**config.mk**
```make
export PLATFORM = sky130hd
export DESIGN_NAME = autotest_top
export DESIGN_NICKNAME = d
export VERILOG_FILES = /design/src/verilog/autotest_pkg.sv /design/src/verilog/vector_regs.sv /design/src/verilog/run_monitor.sv /design/src/verilog/sd_sequencer.sv /design/src/verilog/autotest_top.sv
export VERILOG_INCLUDE_DIRS = /design/src /design/src/verilog
export SDC_FILE = /design/constraint.sdc
export NUM_CORES = 1
export LEC_CHECK = 0
export ABC_AREA = 1
export BUFFER_PORTS_ARGS = -buffer_cell sky130_fd_sc_hd__buf_2
export CORE_UTILIZATION = 35
export DETAILED_ROUTE_END_ITERATION = 6
export GPL_TIMING_DRIVEN = 1
export PLACE_DENSITY_LB_ADDON = 0.25
export SYNTH_ARGS = -nofsm -noshare
export SYNTH_HDL_FRONTEND = slang
export SYNTH_SLANG_ARGS = --single-unit
```
**constraint.sdc**
```tcl
create_clock -name clk -period 5.2 [get_ports clk]
set_input_delay 0.52 -clock clk [delete_from_list [all_inputs] [get_ports clk]]
set_output_delay 0.52 -clock clk [all_outputs]
set_load 0.005 [all_outputs]
```
**src/verilog/autotest_cfg.svh**
```systemverilog
`ifndef AUTOTEST_CFG_SVH
`define AUTOTEST_CFG_SVH

// sd card geometry
`define AT_SECTOR_BYTES     512
`define AT_START_BLOCK      32'h0010_0000
`define AT_RESULT_OFFSET    32'h0080_0000

// vector sector layout
`define AT_SIGNATURE        32'hAABBCCDD
`define AT_OFS_BLOCK        4
`define AT_OFS_KEY          12
`define AT_OFS_MODE         22
`define AT_OFS_EXPECT       23

// result sector layout, output block starts at byte 0
`define AT_OFS_RES_CYCLES   8

// field sizes in bytes
`define AT_BLOCK_BYTES      8
`define AT_KEY_BYTES        10
`define AT_CYCLES_BYTES     8

`endif

```
**src/verilog/autotest_pkg.sv**
```systemverilog
package autotest_pkg;

  typedef logic [63:0] block_t;
  typedef logic [79:0] key_t;
  typedef logic [7:0]  byte_t;
  typedef logic [31:0] sector_addr_t;
  typedef logic [9:0]  byte_idx_t;
  typedef logic [63:0] cycles_t;
  typedef logic [31:0] err_count_t;

  typedef enum logic [4:0] {
    INIT,
    SPI_RESET,
    WAIT_SPI_RESET,
    IDLE,
    OPEN_READ,
    WAIT_READ_OPEN,
    READ_BYTE,
    WAIT_READ_BYTE,
    CHECK_SIGNATURE,
    RUN_UUT,
    COMPARE,
    OPEN_WRITE,
    WAIT_WRITE_OPEN,
    WRITE_BYTE,
    WAIT_WRITE_BYTE,
    WAIT_FLUSH,
    HALT
  } seq_state_t;

endpackage

```
**src/verilog/vector_regs.sv**
```systemverilog
`include "autotest_cfg.svh"

module vector_regs (
  input  logic                    clk,
  input  logic                    rst,
  input  logic                    clear_i,
  input  logic                    wr_i,
  input  autotest_pkg::byte_idx_t wr_idx_i,
  input  autotest_pkg::byte_t     wr_data_i,
  output logic                    sig_ok_o,
  output autotest_pkg::block_t    block_o,
  output autotest_pkg::key_t      key_o,
  output logic                    mode_o,
  output autotest_pkg::block_t    expected_o
);
  import autotest_pkg::*;

  logic [31:0] sig_q;
  block_t      block_q;
  key_t        key_q;
  logic        mode_q;
  block_t      expect_q;

  byte_idx_t   blk_rel;
  byte_idx_t   key_rel;
  byte_idx_t   exp_rel;
  logic        in_sig;
  logic        in_blk;
  logic        in_key;
  logic        in_mode;
  logic        in_exp;

  // byte position relative to each field start
  assign blk_rel = wr_idx_i - byte_idx_t'(`AT_OFS_BLOCK);
  assign key_rel = wr_idx_i - byte_idx_t'(`AT_OFS_KEY);
  assign exp_rel = wr_idx_i - byte_idx_t'(`AT_OFS_EXPECT);

  // field decode
  assign in_sig  = wr_idx_i < byte_idx_t'(`AT_OFS_BLOCK);
  assign in_blk  = (wr_idx_i >= byte_idx_t'(`AT_OFS_BLOCK)) &&
                   (blk_rel < byte_idx_t'(`AT_BLOCK_BYTES));
  assign in_key  = (wr_idx_i >= byte_idx_t'(`AT_OFS_KEY)) &&
                   (key_rel < byte_idx_t'(`AT_KEY_BYTES));
  assign in_mode = wr_idx_i == byte_idx_t'(`AT_OFS_MODE);
  assign in_exp  = (wr_idx_i >= byte_idx_t'(`AT_OFS_EXPECT)) &&
                   (exp_rel < byte_idx_t'(`AT_BLOCK_BYTES));

  always_ff @(posedge clk) begin
    if (rst || clear_i) begin
      sig_q    <= '0;
      block_q  <= '0;
      key_q    <= '0;
      mode_q   <= 1'b0;
      expect_q <= '0;
    end else if (wr_i) begin
      // signature arrives msb first
      if (in_sig) begin
        sig_q[{~wr_idx_i[1:0], 3'b000} +: 8] <= wr_data_i;
      end
      // the rest are lsb first
      if (in_blk) begin
        block_q[{blk_rel[2:0], 3'b000} +: 8] <= wr_data_i;
      end
      if (in_key) begin
        key_q[{key_rel[3:0], 3'b000} +: 8] <= wr_data_i;
      end
      if (in_mode) begin
        mode_q <= wr_data_i[0];
      end
      if (in_exp) begin
        expect_q[{exp_rel[2:0], 3'b000} +: 8] <= wr_data_i;
      end
    end
  end

  assign sig_ok_o   = sig_q == `AT_SIGNATURE;
  assign block_o    = block_q;
  assign key_o      = key_q;
  assign mode_o     = mode_q;
  assign expected_o = expect_q;

endmodule

```
**src/verilog/run_monitor.sv**
```systemverilog
module run_monitor (
  input  logic                     clk,
  input  logic                     rst,
  input  logic                     start_i,
  input  logic                     compare_i,
  input  logic                     mode_i,
  input  autotest_pkg::block_t     expected_i,
  input  autotest_pkg::block_t     block_uut_i,
  input  logic                     end_enc_uut_i,
  input  logic                     end_dec_uut_i,
  output logic                     rst_uut_o,
  output logic                     run_done_o,
  output autotest_pkg::block_t     result_o,
  output autotest_pkg::cycles_t    cycles_o,
  output autotest_pkg::err_count_t error_count_o
);
  import autotest_pkg::*;

  logic       running_q;
  logic       done_q;
  logic       end_seen;
  block_t     result_q;
  cycles_t    cycles_q;
  err_count_t err_q;

  // mode 1 is decrypt
  assign end_seen = running_q && (mode_i ? end_dec_uut_i : end_enc_uut_i);

  // run window, the end cycle is still counted
  always_ff @(posedge clk) begin
    if (rst) begin
      running_q <= 1'b0;
      done_q    <= 1'b0;
      cycles_q  <= '0;
    end else if (start_i) begin
      running_q <= 1'b1;
      done_q    <= 1'b0;
      cycles_q  <= '0;
    end else if (running_q) begin
      cycles_q <= cycles_q + cycles_t'(1);
      if (end_seen) begin
        running_q <= 1'b0;
        done_q    <= 1'b1;
      end
    end
  end

  always_ff @(posedge clk) begin
    if (end_seen) begin
      result_q <= block_uut_i;
    end
  end

  always_ff @(posedge clk) begin
    if (rst) begin
      err_q <= '0;
    end else if (compare_i && (result_q != expected_i)) begin
      err_q <= err_q + err_count_t'(1);
    end
  end

  // uut held in reset outside the window
  assign rst_uut_o     = ~running_q;
  assign run_done_o    = done_q;
  assign result_o      = result_q;
  assign cycles_o      = cycles_q;
  assign error_count_o = err_q;

endmodule

```
**src/verilog/sd_sequencer.sv**
```systemverilog
`include "autotest_cfg.svh"

module sd_sequencer (
  input  logic                       clk,
  input  logic                       rst,
  input  logic                       spi_busy_i,
  input  autotest_pkg::byte_t        spi_data_out_i,
  output autotest_pkg::sector_addr_t spi_block_addr_o,
  output autotest_pkg::byte_t        spi_data_in_o,
  output logic                       spi_r_block_o,
  output logic                       spi_r_byte_o,
  output logic                       spi_w_block_o,
  output logic                       spi_w_byte_o,
  output logic                       spi_rst_o,
  output logic                       vr_clear_o,
  output logic                       vr_wr_o,
  output autotest_pkg::byte_idx_t    vr_idx_o,
  output autotest_pkg::byte_t        vr_data_o,
  input  logic                       sig_ok_i,
  output logic                       start_o,
  output logic                       compare_o,
  input  logic                       run_done_i,
  input  autotest_pkg::block_t       result_i,
  input  autotest_pkg::cycles_t      cycles_i,
  output logic                       done_o
);
  import autotest_pkg::*;

  seq_state_t   state_q;
  seq_state_t   state_d;
  sector_addr_t addr_q;
  byte_idx_t    byte_cnt_q;
  logic         cnt_clr;
  logic         cnt_inc;
  logic         addr_inc;
  logic         last_byte;
  logic         wr_phase;
  byte_t        wr_byte;

  assign last_byte = byte_cnt_q == byte_idx_t'(`AT_SECTOR_BYTES - 1);

  always_comb begin
    state_d       = state_q;
    cnt_clr       = 1'b0;
    cnt_inc       = 1'b0;
    addr_inc      = 1'b0;
    spi_r_block_o = 1'b0;
    spi_r_byte_o  = 1'b0;
    spi_w_block_o = 1'b0;
    spi_w_byte_o  = 1'b0;
    spi_rst_o     = 1'b0;
    vr_clear_o    = 1'b0;
    vr_wr_o       = 1'b0;
    start_o       = 1'b0;
    compare_o     = 1'b0;
    done_o        = 1'b0;

    case (state_q)
      // one quiet cycle before the host reset
      INIT: state_d = SPI_RESET;
      SPI_RESET: begin
        spi_rst_o = 1'b1;
        if (spi_busy_i) state_d = WAIT_SPI_RESET;
      end
      WAIT_SPI_RESET: begin
        if (!spi_busy_i) state_d = IDLE;
      end
      IDLE: begin
        vr_clear_o = 1'b1;
        cnt_clr    = 1'b1;
        if (!spi_busy_i) state_d = OPEN_READ;
      end
      OPEN_READ: begin
        spi_r_block_o = 1'b1;
        if (spi_busy_i) state_d = WAIT_READ_OPEN;
      end
      WAIT_READ_OPEN: begin
        spi_r_block_o = 1'b1;
        if (!spi_busy_i) state_d = READ_BYTE;
      end
      READ_BYTE: begin
        spi_r_block_o = 1'b1;
        spi_r_byte_o  = 1'b1;
        if (spi_busy_i) state_d = WAIT_READ_BYTE;
      end
      WAIT_READ_BYTE: begin
        spi_r_block_o = 1'b1;
        if (!spi_busy_i) begin
          // data valid once busy drops
          vr_wr_o = 1'b1;
          cnt_inc = 1'b1;
          state_d = last_byte ? CHECK_SIGNATURE : READ_BYTE;
        end
      end
      CHECK_SIGNATURE: begin
        // read block closed, host must settle first
        if (!spi_busy_i) begin
          if (sig_ok_i) begin
            start_o = 1'b1;
            state_d = RUN_UUT;
          end else begin
            state_d = HALT;
          end
        end
      end
      RUN_UUT: begin
        if (run_done_i) state_d = COMPARE;
      end
      COMPARE: begin
        compare_o = 1'b1;
        cnt_clr   = 1'b1;
        state_d   = OPEN_WRITE;
      end
      OPEN_WRITE: begin
        spi_w_block_o = 1'b1;
        if (spi_busy_i) state_d = WAIT_WRITE_OPEN;
      end
      WAIT_WRITE_OPEN: begin
        spi_w_block_o = 1'b1;
        if (!spi_busy_i) state_d = WRITE_BYTE;
      end
      WRITE_BYTE: begin
        spi_w_block_o = 1'b1;
        spi_w_byte_o  = 1'b1;
        if (spi_busy_i) state_d = WAIT_WRITE_BYTE;
      end
      WAIT_WRITE_BYTE: begin
        spi_w_block_o = 1'b1;
        if (!spi_busy_i) begin
          cnt_inc = 1'b1;
          state_d = last_byte ? WAIT_FLUSH : WRITE_BYTE;
        end
      end
      WAIT_FLUSH: begin
        if (!spi_busy_i) begin
          addr_inc = 1'b1;
          state_d  = IDLE;
        end
      end
      HALT: done_o = 1'b1;
      default: state_d = INIT;
    endcase
  end

  always_ff @(posedge clk) begin
    if (rst) begin
      state_q    <= INIT;
      addr_q     <= `AT_START_BLOCK;
      byte_cnt_q <= '0;
    end else begin
      state_q <= state_d;
      if (addr_inc) begin
        addr_q <= addr_q + sector_addr_t'(1);
      end
      if (cnt_clr) begin
        byte_cnt_q <= '0;
      end else if (cnt_inc) begin
        byte_cnt_q <= byte_cnt_q + byte_idx_t'(1);
      end
    end
  end

  // result sector: output block, cycle count, then padding
  always_comb begin
    wr_byte = 8'hFF;
    if (byte_cnt_q < byte_idx_t'(`AT_OFS_RES_CYCLES)) begin
      wr_byte = result_i[{byte_cnt_q[2:0], 3'b000} +: 8];
    end else if (byte_cnt_q < byte_idx_t'(`AT_OFS_RES_CYCLES + `AT_CYCLES_BYTES)) begin
      wr_byte = cycles_i[{byte_cnt_q[2:0], 3'b000} +: 8];
    end
  end

  assign wr_phase = state_q inside {OPEN_WRITE, WAIT_WRITE_OPEN, WRITE_BYTE,
                                    WAIT_WRITE_BYTE, WAIT_FLUSH};

  assign spi_block_addr_o = wr_phase ? addr_q + `AT_RESULT_OFFSET : addr_q;
  assign spi_data_in_o    = wr_byte;
  assign vr_idx_o         = byte_cnt_q;
  assign vr_data_o        = spi_data_out_i;

endmodule

```
**src/verilog/autotest_top.sv**
```systemverilog
module autotest_top (
  input  logic                       clk,
  input  logic                       rst,
  input  logic                       spi_busy_i,
  input  autotest_pkg::byte_t        spi_data_out_i,
  output autotest_pkg::sector_addr_t spi_block_addr_o,
  output autotest_pkg::byte_t        spi_data_in_o,
  output logic                       spi_r_block_o,
  output logic                       spi_r_byte_o,
  output logic                       spi_w_block_o,
  output logic                       spi_w_byte_o,
  output logic                       spi_rst_o,
  output logic                       rst_uut_o,
  output autotest_pkg::block_t       block_uut_o,
  output autotest_pkg::key_t         key_uut_o,
  output logic                       encdec_uut_o,
  input  autotest_pkg::block_t       block_uut_i,
  input  logic                       end_enc_uut_i,
  input  logic                       end_dec_uut_i,
  output autotest_pkg::err_count_t   error_count_o,
  output logic                       done_o
);
  import autotest_pkg::*;

  logic      vr_clear;
  logic      vr_wr;
  byte_idx_t vr_idx;
  byte_t     vr_data;
  logic      sig_ok;
  logic      start;
  logic      compare;
  logic      run_done;
  block_t    result;
  block_t    expected;
  cycles_t   cycles;

  sd_sequencer u_seq (
    .clk              (clk),
    .rst              (rst),
    .spi_busy_i       (spi_busy_i),
    .spi_data_out_i   (spi_data_out_i),
    .spi_block_addr_o (spi_block_addr_o),
    .spi_data_in_o    (spi_data_in_o),
    .spi_r_block_o    (spi_r_block_o),
    .spi_r_byte_o     (spi_r_byte_o),
    .spi_w_block_o    (spi_w_block_o),
    .spi_w_byte_o     (spi_w_byte_o),
    .spi_rst_o        (spi_rst_o),
    .vr_clear_o       (vr_clear),
    .vr_wr_o          (vr_wr),
    .vr_idx_o         (vr_idx),
    .vr_data_o        (vr_data),
    .sig_ok_i         (sig_ok),
    .start_o          (start),
    .compare_o        (compare),
    .run_done_i       (run_done),
    .result_i         (result),
    .cycles_i         (cycles),
    .done_o           (done_o)
  );

  vector_regs u_regs (
    .clk        (clk),
    .rst        (rst),
    .clear_i    (vr_clear),
    .wr_i       (vr_wr),
    .wr_idx_i   (vr_idx),
    .wr_data_i  (vr_data),
    .sig_ok_o   (sig_ok),
    .block_o    (block_uut_o),
    .key_o      (key_uut_o),
    .mode_o     (encdec_uut_o),
    .expected_o (expected)
  );

  run_monitor u_mon (
    .clk           (clk),
    .rst           (rst),
    .start_i       (start),
    .compare_i     (compare),
    .mode_i        (encdec_uut_o),
    .expected_i    (expected),
    .block_uut_i   (block_uut_i),
    .end_enc_uut_i (end_enc_uut_i),
    .end_dec_uut_i (end_dec_uut_i),
    .rst_uut_o     (rst_uut_o),
    .run_done_o    (run_done),
    .result_o      (result),
    .cycles_o      (cycles),
    .error_count_o (error_count_o)
  );

endmodule

```
# After elaboration in Yosys (flattened, before gate mapping)
# Index checks and enable logic that the tools add are counted.
[totals]
register_bits = 450
input_bits = 77
[classes]
n_addsub = 12
order_cmp = 9
eq_ne = 33
shifts = 10
n_mux = 44
bitwise = 3
reduce_logical = 22
[op_table]
columns = ["cell", "n"]
rows = [
  ["bitwise mux 64 bit", 2],
  ["variable shift 8 x 8 -> 64 bit (first input constant)", 2],
  ["variable part select 64 x 7 -> 8 bit", 2],
  ["variable part select 8 x 8 -> 64 bit", 2],
  ["bitwise mux 80 bit", 1],
  ["one-hot mux 5 bit (16 select lines)", 1],
  ["variable shift 8 x 9 -> 80 bit (first input constant)", 1],
  ["variable part select 8 x 9 -> 80 bit", 1],
  ["two-way mux 5 bit", 14],
  ["adder 32 x 1 -> 32 bit (second input constant)", 2],
  ["adder 64 x 1 -> 64 bit (second input constant)", 1],
  ["!= test 64 bit", 1],
  ["equality test 5 x 4 -> 1 bit (second input constant)", 8],
  ["less-than comparator 10 x 4 -> 1 bit (second input constant)", 4],
  ["adder 32 x 24 -> 32 bit (second input constant)", 1],
  ["bitwise mux 32 bit", 1],
  ["equality test 32 bit (second input constant)", 1],
  ["two-way mux 32 bit", 1],
  ["variable shift 8 x 7 -> 32 bit (first input constant)", 1],
  ["variable part select 8 x 7 -> 32 bit", 1],
  ["!= test 2 bit (second input constant)", 12],
  ["equality test 5 x 3 -> 1 bit (second input constant)", 4],
  ["two-way mux 1 bit", 20],
  ["two-way mux 8 bit", 2],
  ["other kinds (30)", 47],
]

# Logic depth before layout (Yosys ltp)
[depth]
word_depth = 5
mapped_depth = 15
depth_no_buf = 13

# Hierarchy
# A second synthesis with hierarchy kept.
[hier_totals]
hier_cells = 3595
area_unflattened_um2 = 24113.1
[by_module_without_submodules]
columns = ["mod", "instances", "cells_each", "area_each_um2"]
rows = [
  ["vector_regs", 1, 1552, 10928.0],
  ["run_monitor", 1, 1233, 8647.0],
  ["sd_sequencer", 1, 810, 4538.1],
]

# Least setup slack after synthesis
# Ideal clock, no wire load.
[synth_path]
path_type = "input-to-reg"
start = "input end_dec_uut_i"
end = "register u_mon.result_q[0] (netlist: u_mon.result_o[0]) (enable)"
setup_time_ps = 489
arrival_time_ps = 3422
path_slack_ps = 1289
cell_stages = 3
path_buffers = 0
cell_sequence = "mux2_2 > inv_1 > nor2_1"
[synth_between]
elab_chain_len = 2
[synth_rtl]
columns = ["element", "line_no", "text"]
rows = [
  ["start: declaration", "autotest_top.sv:19", "input logic end_dec_uut_i,"],
  ["two-way mux 1 bit", "run_monitor.sv:27", "assign end_seen = running_q && (mode_i ? end_dec_uut_i : end_enc_uut_i);"],
  ["logical AND 1 bit", "run_monitor.sv:27", ""],
  ["via u_mon.end_seen", "run_monitor.sv:21", "logic end_seen;"],
  ["end signal: assignment", "run_monitor.sv:50", "result_q <= block_uut_i;"],
  ["end: declaration", "run_monitor.sv:22", "block_t result_q;"],
]
# The timed path passes the listed nets, and every way through them passes these cells.
# A chain may end at the register's enable or synchronous reset.

# Worst setup path in the final report
[layout_path]
start = "register u_seq.byte_cnt_q[0] (netlist: u_seq.vr_idx_o[0])"
end = "output spi_data_in_o[2]"
[layout_between]
elab_chain_len = 3
elab_cells_between_ends = 6
[layout_rtl]
columns = ["element", "line_no", "text"]
rows = [
  ["start: declaration", "sd_sequencer.sv:32", "byte_idx_t byte_cnt_q;"],
  ["start signal: assignment", "sd_sequencer.sv:158", "byte_cnt_q <= byte_cnt_q + byte_idx_t'(1);"],
  ["variable part select 64 x 7 -> 8 bit or less-than comparator 10 x 5 -> 1 bit (tied branches)", "sd_sequencer.sv:169, sd_sequencer.sv:168", ""],
  ["two-way mux 8 bit", "sd_sequencer.sv:168", "end else if (byte_cnt_q < byte_idx_t'(`AT_OFS_RES_CYCLES + `AT_CYCLES_BYTES)) begin"],
  ["two-way mux 8 bit *", "sd_sequencer.sv:166", "if (byte_cnt_q < byte_idx_t'(`AT_OFS_RES_CYCLES)) begin"],
  ["end: declaration", "autotest_top.sv:7", "output autotest_pkg::byte_t spi_data_in_o,"],
]
# Every way passes the cells marked *; elsewhere a longest branch is shown, timed or not.

==> metrics.md <==
| Metric | Value |
|---|---|
| Die ar. | `just under 70,000 µm²` |
| Core Area | `67,000 µm²` |
| DRC Markers | `0` |
| CTS tree | `yes` |
| Count leader, synth | `nand2_1` |
| Share of layout cells above drive strength 1 | `0.139` |
| Htree depth | `2` |
| IO Pins | `between 300 and 400` |
| Die W | `262 µm` |
| Comb power frac | `0.065` |
| Worst-case vdd ir drop | `between 0.2 and 0.3 mV` |
| Initial antenna violation count | `3` |
| Routed wire length | `between 80,000 and 90,000 µm` |
| Synth Register Bits | `between 400 and 500` |
| Slowest cell delay on critical path | `~1 ns` |
| Post-synth top cells | `nand2_1, nor2_1, inv_1, dfxtp_1, a21oi_1` |
| Post-synth cell types | `56` |
| Leakage power | `about 12 nW` |
| Buffers on Ports | `300` |
| Peak Freq | `between 200 and 250 MHz` |
| Hold-fix buffers at CTS | `0` |
| CP cell instances | `inv_2, buf_4, o21ai_0, nand3_1, o32ai_1, inv_1, buf_2` |
| Setup crit end kind | `output port` |
| Crit path max fanout | `a little under 100` |
| Final setup viols | `0` |
| Crit path max-delay family | `flip-flops` |
| Fin crit share | `0.793` |
| Routed vias/inst | `between 4 and 5` |
| Synth Instances | `around 3,500` |
| Type of the most critical hold path | `in -> reg` |
| Ys async rst share | `0` |
| Synthesized area | `about 24,000 µm²` |
| Outcome | `complete, no violations` |
| R2R Path Start | `u_seq.vr_idx_o[0]` |
| Syn_area_per_cell | `a little under 7 µm²` |
| Yosys top cell by area | `dfxtp_1` |
| Sequential fraction of the synthesis area | `0.407` |
| Clk sinks | `450` |
| Worst hold path startpoint | `block_uut_i[53]` |
| Worst Setup SP | `u_seq.vr_idx_o[0]` |
| CP arrival | `about 3.6 ns` |
| Syn-to-layout area delta | `16.3%` |
| Footprint of the multi-input gates | `about 11,000 µm²` |
| First-pass GRT wire length | `around 130,000 µm` |
| Gpl congestion | `~0.95` |
| Slew margin rel. | `0.272` |
| Clock Latency Late Sink | `between 0.6 and 0.7 ns` |
| Post-layout min period | `between 4 and 5 ns` |
| Largest net degree at the start of global routing | `100` |
| GR Util All Layers | `0.231` |
| MaxCap Viol Count | `0` |
| Register area | `roughly 9700 µm²` |
| Iteration-0 DRC count of the detailed router | `2,139` |
| Kind of critical path | `reg -> out` |
| Power per cell area | `just under 300 nW/µm²` |
| DPL Wire Length | `a little over 60,000 µm` |
| Tightest Pin Transition | `approximately 1.1 ns` |
| Synth top area share | `0.326` |
| # resized after CTS | `0` |
| Routed WL per cell | `~18 µm` |
| Sw Share | `0.254` |
| Worst path required time | `4.68 ns` |
| Post-synth top flop | `dfxtp_1` |
| Root Driver | `clkbuf_16` |
| Fillers | `7,136` |
| Final net count | `between 3,000 and 4,000` |
| Gr ovfl total | `0` |
| Initial Utilization | `0.354` |
| Vias in the first global route | `approximately 21,000` |
| Clk buf depth | `3` |
| Startpoint Class | `flop` |
| Die Y-Extent | `about 260 µm` |
| Main area contributors after synthesis | `dfxtp_1, nand2_1, nor2_1` |
| Sequential cell fraction of total power | `0.442` |
| Yosys warns | `0` |
| Internal | `~6.0 mW` |
| Post-synth EDFFs | `64` |
| CP bufs+invs | `4` |
| Antenna viol nets, final | `0` |
| Sw power | `2.05 mW` |
| Worst hold slack | `between 0.04 and 0.05 ns` |
| Clock transition at path regs | `~0.060 ns` |
| First-pass DRT Iterations | `6` |
| Setup Buffers After CTS | `0` |
| Hold Vio Cnt, Final | `0` |
| Clock group share of total power | `0.493` |
| RSZ-0062 raised after global routing | `false` |
| Slowest cell on crit path | `dfxtp_4` |
| Number of CTS-inserted buffers | `between 50 and 60` |
| Clock skew | `approximately 0.033 ns` |
| Via count | `22,800` |
| Max-slew violations | `0` |
| Synthesized Nets | `3,556` |
| FP Rows | `between 90 and 100` |
| Fin Setup TNS | `0 ns` |
==> layout make-up <==
cell class / count / share of cell area
antenna: 1 / 0.0000907
clock buffer: 67 / 0.0526
clock inverter: 31 / 0.0141
inverter: 495 / 0.0676
multi-input combinational: 2371 / 0.416
sequential: 450 / 0.350
tap: 873 / 0.0396
timing repair buffer: 320 / 0.0599
==> cells in the final DEF (no fill, tap or decap), types with 10 or more instances in the layout <==
master / count
nand2_1: 755
nor2_1: 595
inv_1: 478
dfxtp_1: 385
buf_2: 300
a21oi_1: 234
o21ai_0: 183
nand3_1: 140
nor3_1: 94
xor2_1: 68
edfxtp_1: 64
nand4_1: 57
clkbuf_16: 54
a211oi_2: 42
o21ai_1: 35
buf_4: 20
xnor2_1: 18
ha_1: 17
nor4_1: 16
a211oi_1: 13
clkinv_2: 12
inv_2: 10
==> worst reg2reg max path: cells and delay by family (launching register included) <==
family	cells	cell delay (ns)
AO/OA/AOI/OAI	2	0.28
adder cells (fa/ha/maj)	1	0.60
buffers and inverters	3	0.66
AND/OR/NAND/NOR	4	1.24
flip-flops	1	0.98
==> routing by layer <==
layer | global-route usage | wire [µm] | up-vias
met5 | 0 | 0 | -
met4 | 0.0814 | 2760 | 0
met3 | 0.0330 | 5110 | 157
met2 | 0.378 | 37100 | 767
met1 | 0.309 | 36300 | 10400
li1 | - | - | 11500
==> through the flow <==
step	area [µm²]	power (mW)	cells	utilization	setup WS, ns
floorplan	23700	3.96	3462	-	1.29
global placement	25700	4.16	4509	0.384	1.57
detailed placement	25700	4.16	4509	0.384	1.43
CTS	27600	8.14	4607	0.411	1.14
global route	27600	8.33	4608	0.411	0.935
finish	27600	8.06	4608	0.411	1.08
==> power by group through the flow <==
stage	clock [mW]	combinational (mW)	sequential, mW
after floorplan	0	0.332	3.63
after global placement	0	0.521	3.64
after global routing	4.19	0.575	3.57
after detailed placement	0	0.518	3.64
final	3.98	0.522	3.56
after CTS	4.06	0.520	3.56
==> path summary, 6_finish.rpt <==
path,end,slack [ns],cells after the start
min reg2reg,u_regs.sig_q[5],0.45,2
min,u_mon.result_o[53],0.05,1
max reg2reg,u_regs.expected_o[3],1.32,10
max,spi_data_in_o[2],1.08,7
==> state kept, by name, indices dropped and copies added, names as in the netlist <==
name and cells:
u_seq.state_q 5, u_mon.error_count_o 32, u_regs.sig_q 32, u_regs.block_o 64
u_seq.addr_q 32, u_mon.running_q 1, u_mon.result_o 64, u_mon.run_done_o 1
u_seq.vr_idx_o 10, u_regs.mode_o 1, u_regs.expected_o 64, u_mon.cycles_o 64
u_regs.key_o 80
==> cells by family after synthesis <==
| group | synth area share |
|---|---|
| simple gates | 0.311 |
| buf+inv | 0.110 |
| compound gates | 0.131 |
| flops | 0.407 |
| xor+xnor | 0.0318 |
| fa+ha+maj | 0.00897 |
| mux | 0.000475 |
Note: power is estimated with default switching activity, not from simulation.
